==> config.mk <==
export PLATFORM = sky130hd
export DESIGN_NAME = bec_controller
export DESIGN_NICKNAME = d
export VERILOG_FILES = /design/src/common/bec_ctrl_pkg.sv /design/src/rtl/phase_sequencer.sv /design/src/operand_path/operand_bank.sv /design/src/result_path/result_capture.sv /design/src/rtl/status_readback.sv /design/src/rtl/bec_controller.sv
export SDC_FILE = /design/constraint.sdc
export NUM_CORES = 2
export LEC_CHECK = 0
export ABC_AREA = 0
export ABC_CLOCK_PERIOD_IN_PS = 31400
export BUFFER_PORTS_ARGS = -buffer_cell sky130_fd_sc_hd__buf_2
export CAP_MARGIN = 20
export CORE_MARGIN = 3
export CORE_UTILIZATION = 59
export CTS_BUF_LIST = sky130_fd_sc_hd__clkbuf_8
export CTS_CLUSTER_SIZE = 12
export DETAILED_ROUTE_END_ITERATION = 7
export PLACE_DENSITY = 0.72
export SKIP_CTS_REPAIR_TIMING = 1
export SLEW_MARGIN = 20
export SYNTH_ARGS = -nofsm -noshare
export SYNTH_HDL_FRONTEND = slang
export SYNTH_SLANG_ARGS = --single-unit
==> constraint.sdc <==
create_clock -name clk -period 31.4 [get_ports clk]
set_input_delay 1.57 -clock clk [delete_from_list [all_inputs] [get_ports clk]]
set_output_delay 1.57 -clock clk [all_outputs]
set_load 0.05 [all_outputs]
==> src/common/bec_ctrl_pkg.sv <==
// **************************************
// Shared widths, command codes and types
// for the Edwards curve accelerator host
// controller. Every RTL module imports it
// by wildcard in its header.
// **************************************
`default_nettype none

package bec_ctrl_pkg;

	// Field element width
	localparam int OPERAND_BITS = 163;
	// Bus and probe width
	localparam int WORD_BITS = 32;
	localparam int WORDS_PER_OPERAND = 6;
	localparam int NUM_OPERANDS = 6;
	localparam int STREAM_WORDS = 36;
	// w_out words first, then z_out
	localparam int RESULT_WORDS = 12;
	// Operand zero-extended to whole bus words
	localparam int OPERAND_EXT_BITS = WORD_BITS * WORDS_PER_OPERAND;
	// Payload width of a readback chunk
	localparam int CHUNK_BITS = 28;
	// Payload width of a write command
	localparam int PAYLOAD_BITS = 26;
	localparam int IDX_BITS = 6;
	// Run-cycle count field, wide enough for any CNT_BITS in use
	localparam int RUN_CNT_BITS = 24;

	// Begin a job, upper half
	localparam logic [15:0] CMD_BEGIN = 16'hAB30;
	// Commit buffers and start, upper half
	localparam logic [15:0] CMD_START = 16'hEF41;
	// End the job, full word
	localparam logic [31:0] CMD_DONE = 32'hAB500000;

	localparam logic [31:0] BUSY_WORD = 32'hBC000000;
	localparam logic [31:0] STATUS_BASE = 32'hC8000000;
	localparam int KEY_SLOT = 6;

	// Job phases, stepped in this order and back to idle after read
	typedef enum logic [2:0] {
		PH_IDLE,
		PH_LOAD,
		PH_STREAM,
		PH_RUN,
		PH_COLLECT,
		PH_READ
	} phase_t;

	typedef struct packed {
		phase_t phase;
		logic [IDX_BITS-1:0] idx;
		logic commit;
		logic [RUN_CNT_BITS-1:0] run_cnt;
	} step_t;

	typedef struct packed {
		logic [OPERAND_BITS-1:0] w_out;
		logic [OPERAND_BITS-1:0] z_out;
	} result_t;

	// Operand write during load
	typedef struct packed {
		logic [2:0] slot;
		logic [2:0] chunk;
		logic [PAYLOAD_BITS-1:0] payload;
	} probe_wr_t;

	// Control command or read request
	typedef struct packed {
		logic [15:0] opcode;
		logic [15:0] arg;
	} probe_cmd_t;

	typedef union packed {
		probe_wr_t wr;
		probe_cmd_t cmd;
	} probe_word_t;

endpackage

`default_nettype wire

==> src/rtl/phase_sequencer.sv <==
// **************************************
// Job phase FSM. Decodes the control
// commands and broadcasts phase, word
// index, commit pulse and run count.
// **************************************
`default_nettype none

module phase_sequencer import bec_ctrl_pkg::*; #(
	parameter int CNT_BITS = 18
) (
	input logic clk,
	input logic rst,
	input probe_word_t la_data_in,
	input logic slv_done,
	output step_t step
);

	phase_t phase;
	logic [IDX_BITS-1:0] idx;
	logic [CNT_BITS-1:0] run_cnt;
	logic commit;

	// Start seen in load, buffers are copied on this same edge
	assign commit = (phase == PH_LOAD) && (la_data_in.cmd.opcode == CMD_START);

	always_ff @(posedge clk) begin
		if (rst) begin
			phase <= PH_IDLE;
			idx <= '0;
			run_cnt <= '0;
		end else begin
			case (phase)
				PH_IDLE: begin
					if (la_data_in.cmd.opcode == CMD_BEGIN)
						phase <= PH_LOAD;
				end
				PH_LOAD: begin
					if (commit) begin
						phase <= PH_STREAM;
						idx <= '0;
						run_cnt <= '0;
					end
				end
				PH_STREAM: begin
					if (idx == IDX_BITS'(STREAM_WORDS - 1)) begin
						phase <= PH_RUN;
						idx <= '0;
					end else begin
						idx <= idx + 1'b1;
					end
				end
				PH_RUN: begin
					// The cycle that samples done still counts
					run_cnt <= run_cnt + 1'b1;
					if (slv_done) begin
						phase <= PH_COLLECT;
						idx <= '0;
					end
				end
				PH_COLLECT: begin
					if (idx == IDX_BITS'(RESULT_WORDS - 1)) begin
						phase <= PH_READ;
						idx <= '0;
					end else begin
						idx <= idx + 1'b1;
					end
				end
				PH_READ: begin
					if (la_data_in == CMD_DONE)
						phase <= PH_IDLE;
				end
				default: phase <= PH_IDLE;
			endcase
		end
	end

	assign step.phase = phase;
	assign step.idx = idx;
	assign step.commit = commit;
	assign step.run_cnt = RUN_CNT_BITS'(run_cnt);

endmodule

`default_nettype wire

==> src/operand_path/operand_bank.sv <==
// **************************************
// Staging and committed operand storage.
// Writes land in load, the start command
// commits them, then they stream out as
// bus words and the key shifts out by bit.
// **************************************
`default_nettype none

module operand_bank import bec_ctrl_pkg::*; (
	input logic clk,
	input logic rst,
	input step_t step,
	input probe_word_t la_data_in,
	input logic next_key,
	output logic load_data,
	output logic slv_enable,
	output logic ki,
	output logic [WORD_BITS-1:0] data_out
);

	// Six operands plus the key
	localparam int SLOTS = NUM_OPERANDS + 1;
	// Bits left below the last full payload chunk
	localparam int TAIL_BITS = OPERAND_BITS - WORDS_PER_OPERAND * PAYLOAD_BITS;

	logic [OPERAND_BITS-1:0] stage [SLOTS];
	logic [OPERAND_BITS-1:0] opnd [SLOTS];
	logic [2:0] wr_slot;
	logic [2:0] wr_chunk;
	logic [PAYLOAD_BITS-1:0] wr_data;
	logic wr_en;
	logic [2:0] op_sel;
	logic [2:0] word_sel;
	logic [OPERAND_EXT_BITS-1:0] op_ext;

	assign wr_slot = la_data_in.wr.slot;
	assign wr_chunk = la_data_in.wr.chunk;
	assign wr_data = la_data_in.wr.payload;
	// Slot 7 is never a buffer, so command words fall through here
	assign wr_en = (step.phase == PH_LOAD) && (wr_slot <= 3'(KEY_SLOT));

	always_ff @(posedge clk) begin
		if (rst) begin
			for (int i = 0; i < SLOTS; i++)
				stage[i] <= '0;
		end else if (wr_en) begin
			if (wr_chunk < 3'(WORDS_PER_OPERAND)) begin
				// Chunk 0 holds the most significant payload
				stage[wr_slot][OPERAND_BITS-1-PAYLOAD_BITS*wr_chunk -: PAYLOAD_BITS] <= wr_data;
			end else if (wr_chunk == 3'(WORDS_PER_OPERAND)) begin
				stage[wr_slot][TAIL_BITS-1:0] <= wr_data[TAIL_BITS-1:0];
			end
		end
	end

	always_ff @(posedge clk) begin
		if (rst) begin
			for (int i = 0; i < SLOTS; i++)
				opnd[i] <= '0;
		end else if (step.commit) begin
			for (int i = 0; i < SLOTS; i++)
				opnd[i] <= stage[i];
		end else if ((step.phase == PH_RUN) && next_key) begin
			// Rotate right, the next key bit shows at bit 0
			opnd[KEY_SLOT] <= {opnd[KEY_SLOT][0], opnd[KEY_SLOT][OPERAND_BITS-1:1]};
		end
	end

	// Operand k/6, word k%6, least significant word first
	assign op_sel = 3'(step.idx / WORDS_PER_OPERAND);
	assign word_sel = 3'(step.idx % WORDS_PER_OPERAND);
	assign op_ext = OPERAND_EXT_BITS'(opnd[op_sel]);

	assign load_data = (step.phase == PH_STREAM);
	assign data_out = load_data ? op_ext[word_sel*WORD_BITS +: WORD_BITS] : '0;

	assign slv_enable = (step.phase == PH_RUN);
	assign ki = slv_enable & opnd[KEY_SLOT][0];

endmodule

`default_nettype wire

==> src/result_path/result_capture.sv <==
// **************************************
// Captures w_out and z_out from the
// accelerator bus during collect and
// holds them for readback.
// **************************************
`default_nettype none

module result_capture import bec_ctrl_pkg::*; (
	input logic clk,
	input logic rst,
	input step_t step,
	input logic [WORD_BITS-1:0] data_in,
	output result_t results
);

	logic [WORD_BITS-1:0] words [RESULT_WORDS];
	logic [OPERAND_EXT_BITS-1:0] w_ext;
	logic [OPERAND_EXT_BITS-1:0] z_ext;
	logic cap_en;

	assign cap_en = (step.phase == PH_COLLECT) && (step.idx < IDX_BITS'(RESULT_WORDS));

	always_ff @(posedge clk) begin
		if (rst) begin
			for (int i = 0; i < RESULT_WORDS; i++)
				words[i] <= '0;
		end else if (cap_en) begin
			words[step.idx[3:0]] <= data_in;
		end
	end

	// First six words are w_out, the rest z_out, low word first
	always_comb begin
		for (int i = 0; i < WORDS_PER_OPERAND; i++) begin
			w_ext[i*WORD_BITS +: WORD_BITS] = words[i];
			z_ext[i*WORD_BITS +: WORD_BITS] = words[i+WORDS_PER_OPERAND];
		end
	end

	assign results.w_out = w_ext[OPERAND_BITS-1:0];
	assign results.z_out = z_ext[OPERAND_BITS-1:0];

endmodule

`default_nettype wire

==> src/rtl/status_readback.sv <==
// **************************************
// Registered probe output. Shows busy
// while a job runs, tagged result chunks
// on read requests and the final status.
// **************************************
`default_nettype none

module status_readback import bec_ctrl_pkg::*; #(
	parameter int CNT_BITS = 18
) (
	input logic clk,
	input logic rst,
	input step_t step,
	input probe_word_t la_data_in,
	input result_t results,
	output logic [WORD_BITS-1:0] la_data_out
);

	// Chunks per result and the padded result width
	localparam int CHUNKS = RESULT_WORDS / 2;
	localparam int PAD_BITS = CHUNK_BITS * CHUNKS;

	logic [PAD_BITS-1:0] w_pad;
	logic [PAD_BITS-1:0] z_pad;
	logic [3:0] req;
	logic [2:0] pos;
	logic is_req;
	logic [CHUNK_BITS-1:0] chunk;
	logic [WORD_BITS-1:0] status;

	// Read request is 0x000N0000
	assign req = la_data_in.cmd.opcode[3:0];
	assign is_req = (la_data_in.cmd.opcode[15:4] == '0) && (la_data_in.cmd.arg == '0)
		&& (req < 4'(RESULT_WORDS));

	assign w_pad = PAD_BITS'(results.w_out);
	assign z_pad = PAD_BITS'(results.z_out);
	assign pos = (req < 4'(CHUNKS)) ? req[2:0] : 3'(req - 4'(CHUNKS));
	assign chunk = (req < 4'(CHUNKS)) ? w_pad[PAD_BITS-1-CHUNK_BITS*pos -: CHUNK_BITS]
		: z_pad[PAD_BITS-1-CHUNK_BITS*pos -: CHUNK_BITS];

	assign status = STATUS_BASE ^ WORD_BITS'(step.run_cnt[CNT_BITS-1:0]);

	always_ff @(posedge clk) begin
		if (rst) begin
			la_data_out <= '0;
		end else begin
			case (step.phase)
				PH_STREAM, PH_RUN, PH_COLLECT: la_data_out <= BUSY_WORD;
				PH_READ: begin
					// Other words leave the last answer in place
					if (la_data_in == CMD_DONE)
						la_data_out <= status;
					else if (is_req)
						la_data_out <= {req + 4'd1, chunk};
				end
				default: la_data_out <= '0;
			endcase
		end
	end

endmodule

`default_nettype wire

==> src/rtl/bec_controller.sv <==
// **************************************
// Top level of the accelerator host
// controller. Connects the probe words to
// the accelerator bus, one job at a time.
// **************************************
`default_nettype none

module bec_controller import bec_ctrl_pkg::*; #(
	parameter int CNT_BITS = 18
) (
	input logic clk,
	input logic rst,
	input probe_word_t la_data_in,
	input logic next_key,
	input logic slv_done,
	input logic [WORD_BITS-1:0] data_in,
	output logic [WORD_BITS-1:0] la_data_out,
	output logic load_data,
	output logic slv_enable,
	output logic [WORD_BITS-1:0] data_out,
	output logic ki
);

	step_t step;
	result_t results;

	phase_sequencer #(
		.CNT_BITS(CNT_BITS)
	) u_sequencer (
		.clk(clk),
		.rst(rst),
		.la_data_in(la_data_in),
		.slv_done(slv_done),
		.step(step)
	);

	// Operands and key toward the accelerator
	operand_bank u_operand_bank (
		.clk(clk),
		.rst(rst),
		.step(step),
		.la_data_in(la_data_in),
		.next_key(next_key),
		.load_data(load_data),
		.slv_enable(slv_enable),
		.ki(ki),
		.data_out(data_out)
	);

	// Results back from the accelerator
	result_capture u_result_capture (
		.clk(clk),
		.rst(rst),
		.step(step),
		.data_in(data_in),
		.results(results)
	);

	status_readback #(
		.CNT_BITS(CNT_BITS)
	) u_status_readback (
		.clk(clk),
		.rst(rst),
		.step(step),
		.la_data_in(la_data_in),
		.results(results),
		.la_data_out(la_data_out)
	);

endmodule

`default_nettype wire

; Word level (Yosys, flattened, before mapping)
; Memories as Yosys holds them, arrays and structs flattened.
; Cells that the tools add are included.
[totals]
memories = 3
word_cells = 141
regBits = 59
out_inout_bits = 67
ramBits = 2666
[mem_list]
columns = memory, words, width, read_ports, rd_ports_with_merged_regs, write_ports, line_no
row1 = u_operand_bank.opnd, 7, 163, 2, 0, 7, operand_bank.sv:27  ; logic [OPERAND_BITS-1:0] opnd [SLOTS];
row2 = u_operand_bank.stage, 7, 163, 7, 0, 7, operand_bank.sv:26  ; logic [OPERAND_BITS-1:0] stage [SLOTS];
row3 = u_result_capture.words, 12, 32, 12, 0, 12, result_capture.sv:16  ; logic [WORD_BITS-1:0] words [RESULT_WORDS];
[op_classes]
n_reduce_logical = 17
shift = 5
n_eq_ne = 18
n_div = 2
magnitude_cmp = 5
multipliers = 2
bitwise_logic = 16
n_addsub = 7
n_mux = 62
[ops]
columns = operator, n
row1 = 163-bit 2-to-1 mux, 11
row2 = 195-bit by 33-bit indexed part select with 28-bit output, 2
row3 = 192-bit by 9-bit indexed part select with 32-bit output, 1
row4 = 26-bit by 34-bit variable shift with 188-bit output (first input constant), 1
row5 = 26-bit by 34-bit indexed part select with 188-bit output, 1
row6 = 163-bit OR reduction, 1
row7 = 32-bit 2-to-1 mux, 4
row8 = 32-bit one-hot mux with 2 select lines, 1
row9 = 18-bit one-hot mux with 2 select lines, 1
row10 = 32-bit negator with 34-bit output, 1
row11 = 6-bit by 3-bit divider with 32-bit output (second input constant), 1
row12 = 16-bit equality test (second input constant), 2
row13 = 32-bit equality test (second input constant), 1
row14 = 6-bit by 3-bit modulo with 32-bit output (second input constant), 1
row15 = 32-bit OR reduction, 1
row16 = 1-bit 2-to-1 mux, 28
row17 = 28-bit 2-to-1 mux, 1
row18 = 3-bit 2-to-1 mux, 8
row19 = 6-bit 2-to-1 mux, 4
row20 = 6-bit one-hot mux with 4 select lines, 1
row21 = 18-bit by 1-bit adder with 18-bit output (second input constant), 1
row22 = 18-bit 2-to-1 mux, 1
row23 = 3-bit one-hot mux with 6 select lines, 1
row24 = 8-bit by 8-bit subtractor with 9-bit output (first input constant), 2
row25 = 31 further kinds, 57

; Longest topological paths before layout
[depth]
depth_word = 9
mapped_depth = 27
depth_no_buf = 20

; Modules after synthesis
; From an unflattened synthesis, not the netlist that was laid out.
[hier_totals]
hier_cells = 11668
area_unflattened_um2 = 130840.5
[by_module_without_submodules]
columns = mod, seq_area_each_um2, area_per_inst_um2, instances, cells_per_inst
row1 = operand_bank, 66894.2, 103799.6, 1, 9494
row2 = result_capture, 9789.4, 14805.4, 1, 826
row3 = status_readback, 640.6, 10597.7, 1, 1140
row4 = phase_sequencer, 540.5, 1637.8, 1, 208

; Least setup slack after synthesis
; Ideal clock, no wire load.
[synth_path]
path_type = input to register
startpoint = input la_data_in[17] (netlist name)
endpoint = memory u_operand_bank.opnd[0][0] (enable)
arrival_ns = 18.572
required_ns = 24.707
n_path_buf = 2
path_stages = 10
path_slack_ns = 6.135
cell_sequence = clkbuf_1 > inv_1 > ha_1 > nand4b_1 > nor4_1 > nand4_1 > nor2_1 > nand2_1 > clkbuf_1 > nand2_1
[synth_lines]
columns = element, line_no
row1 = "start, declared", bec_controller.sv:13  ; input probe_word_t la_data_in,
row2 = "end, declared", operand_bank.sv:27

==> impl_metrics.tcl <==
set metrics [dict create \
    cts_tree "built" \
    fmax_mhz 92.4 \
    worstPathRequired_ps 32140 \
    synthCells 11400 \
    place_hpwl_mm 273 \
    ys_warn_count 0 \
    finalSetupViolations 0 \
    vias 95600 \
    async_flop_share_pct 0 \
    synth-seq-cells 2667 \
    postRouteAntennaNets 0 \
    overflow 0 \
    fin_nets 11400 \
    seq_area_frac_synth_pct 61.3 \
    period_needed_ps 10830 \
    power_density_nw_per_um2 58.1 \
    syn_area_um2 127000 \
    critical_path.top_delay_family "compound AO/OA/AOI/OAI gates" \
    synthTopCellsByArea "edfxtp_1 (58%), nand2_1 (5.1%), and2_1 (5.0%)" \
    die_area_um2 221000 \
    grt_max_degree 175 \
    pwr-share-comb_pct 13.8 \
    drv_slew 0 \
    power.share.switching_pct 27.8 \
    clock-skew-final_ps 118 \
    worst-slew-pin-transition_ps 1270 \
    rsz0062_at_grt "no" \
    cts.reportedPaths.clkPinSlew_ps 60 \
    rows 169 \
    cts_inserted_buffers 440 \
    switchingPower_w 0.00223 \
    worstSetupStartpoint "la_data_in[26]" \
    startpoint_type "input port" \
    drive_gt1_share_pct 11.2 \
    crit_chain "buf_2 > buf_4 > inv_1 > ha_2 > ha_1 > fa_1 > o31a_4 > nor4_4 > a21boi_2 > nand2_1 > ha_1 > or4_1 > nor4_1 > o221a_2 > o21a_2 > nand2_1 > o32ai_2 > a211oi_2 > nand3_4 > buf_4 > nand2_4 > buf_4 > buf_4 > o21ai_0" \
    ir_drop_mv 0.0527 \
    crit_type "in -> reg" \
    die_h_um 470 \
    power_frac_clock_pct 36.1 \
    cts.sinks 2667 \
    viasPerCell 6.60 \
    maxCapViolations 0 \
    wl_mm 426 \
    multi_input_area_um2 45600 \
    wl_per_cell_um 29.4 \
    coreArea_um2 213000 \
    fin_util_pct 64.8 \
    drc_errors 1 \
    violations "design-rule violations" \
    power.internal_w 0.00579 \
    synth_edf_count 2445 \
    grt_first_pass_wirelength_mm 613 \
    layout_common_cells "edfxtp_1 (2445), nand2_1 (1725), nor2_1 (1249)" \
    yosys.area.top_type_share_pct 57.8 \
    port_buffers 134 \
    cts_max_level 5 \
    cts_root_buffer "clkbuf_8" \
    critPathMaxFanout 45 \
    setup_tns_ps 0 \
    hold_viol 0 \
    nFillCells 16100 \
    place_congestion 1.01 \
    pwr-share-seq_pct 50.1 \
    avgSynthCellArea_um2 11.1 \
    reg2reg_from "u_sequencer.phase[0]$_SDFFE_PP0P_" \
    slowest_stage "a21boi_2" \
    slew-limit-headroom_pct 14.4 \
    antenna_found_initial 52 \
    max_stage_delay_ps 670 \
    cp.arrival_ps 11570 \
    drt-initial-drc-count 14600 \
    grt.total_usage_pct 37.8 \
    outcome "finished with violations" \
    power.static_leakage_nw 50.5 \
    crit_buf_inv 6 \
    start_util_pct 59.6 \
    grt_pass1_vias 91600 \
    clock_latency_ps 1170 \
    mostFrequentLayoutCell "edfxtp_1" \
    synth_ff_type "edfxtp_1" \
    seqCellArea_um2 77900 \
    clk_path_buf_depth 4 \
    io_pins 135 \
    min_from "u_operand_bank.stage[6][32]$_SDFFE_PP0P_" \
    hp-class "reg -> reg" \
    finalPower_w 0.00802 \
    setup_slack_ps 20570 \
    syn2layout_area_growth_pct 8.69 \
    synth_cell_type_count 104 \
    synth_largest_area_cell "edfxtp_1" \
    pre_cts_ws_ps 19790 \
    end_kind "flip-flop" \
    worst_path_most_repeated_cell "buf_4" \
    firstDrtPassIters 8 \
    syn_nets 11500 \
    fin_crit_sh_pct 34.5 \
    die_w_um 470 \
]
==> final timing paths <==
check	to	slack (ps)	depth (start not counted)
max reg2reg	u_operand_bank.stage[2][93]$_SDFFCE_PN0P_	23880	13
min	u_operand_bank.stage[6][32]$_SDFFE_PP0P_	450	2
min reg2reg	u_operand_bank.stage[6][32]$_SDFFE_PP0P_	450	2
max	u_operand_bank.stage[2][93]$_SDFFCE_PN0P_	20570	24
==> power by group through the flow <==
stage               Sequential [W]  Clock (W)  Combinational, W
floorplan                  0.00414          0          0.000652
global placement           0.00408          0           0.00105
detailed placement         0.00409          0           0.00106
CTS                        0.00401    0.00290           0.00106
global route               0.00402    0.00307           0.00114
finish                     0.00402    0.00290           0.00110
==> worst reg2reg max path, delay by kind of cell (launching register included) <==
kind / cells / cell delay [ps]
flops: 1 / 530
simple gates: 7 / 3590
buf+inv: 4 / 2190
compound gates: 2 / 900
==> state kept, by name (all words and copies together), names as in the netlist <==
register	count
u_operand_bank.opnd	1141
u_result_capture.words	326
u_sequencer.idx	6
u_sequencer.phase	3
u_status_readback.la_data_out	32
u_operand_bank.stage	1141
u_sequencer.run_cnt	18
==> synth_stat cells (43+ instances only) <==
master and n:
edfxtp_1 2445, nand2_1 1733, nor2_1 1261, and2_1 1013, clkbuf_1 727, o21ai_0 621, nand3_1 441, and3_1 416
a21oi_1 289, nor3_1 268, dfxtp_1 222, a31oi_1 214, mux2i_1 209, mux4_2 206, a21o_1 139, buf_2 138
o211ai_1 93, a211oi_1 83, buf_1 82, a22oi_1 60, nand2b_1 60, or3_1 58, nor2b_1 52, nor4_1 44
ha_1 43
==> per-stage QoR <==
stage                     hold WS (ps)  cell area (um^2)  std cells
after floorplan                    430            127000      11400
after global placement             438            130000      13700
after detailed placement           444            130000      13700
after CTS                          452            138000      14400
after global routing               474            138000      14500
final                              454            138000      14500
==> final cells by class <==
cell class	count	area share [%]
Sequential cell	2667	56.4
Multi-Input combinational cell	7759	33.0
Clock buffer	490	4.89
Tap cell	2821	2.56
Timing Repair Buffer	369	1.84
Clock inverter	306	1.09
Inverter	36	0.107
Antenna cell	40	0.0725
==> metal layers <==
| layer | wire length [um] | GRT usage, % | vias up | part of all wire, % |
|---|---|---|---|---|
| met4 | 30000 | 23.9 | 18 | 7.0 |
| li1 | - | - | 41000 | - |
| met3 | 53500 | 9.50 | 1322 | 13 |
| met1 | 149000 | 48.3 | 46600 | 35 |
| met5 | 132 | 0 | - | 0.031 |
| met2 | 193000 | 58.1 | 6744 | 45 |
==> logic make-up after synthesis <==
family | count (synthesis) | synth area share (%)
buffers and inverters | 1004 | 3.18
XOR/XNOR | 27 | 0.233
AND/OR/NAND/NOR | 5481 | 20.6
adder cells (fa/ha/maj) | 48 | 0.495
AO/OA/AOI/OAI | 1752 | 8.53
flip-flops | 2667 | 61.3
multiplexers | 451 | 5.62
No activity file was read; power rests on OpenSTA's default activity.
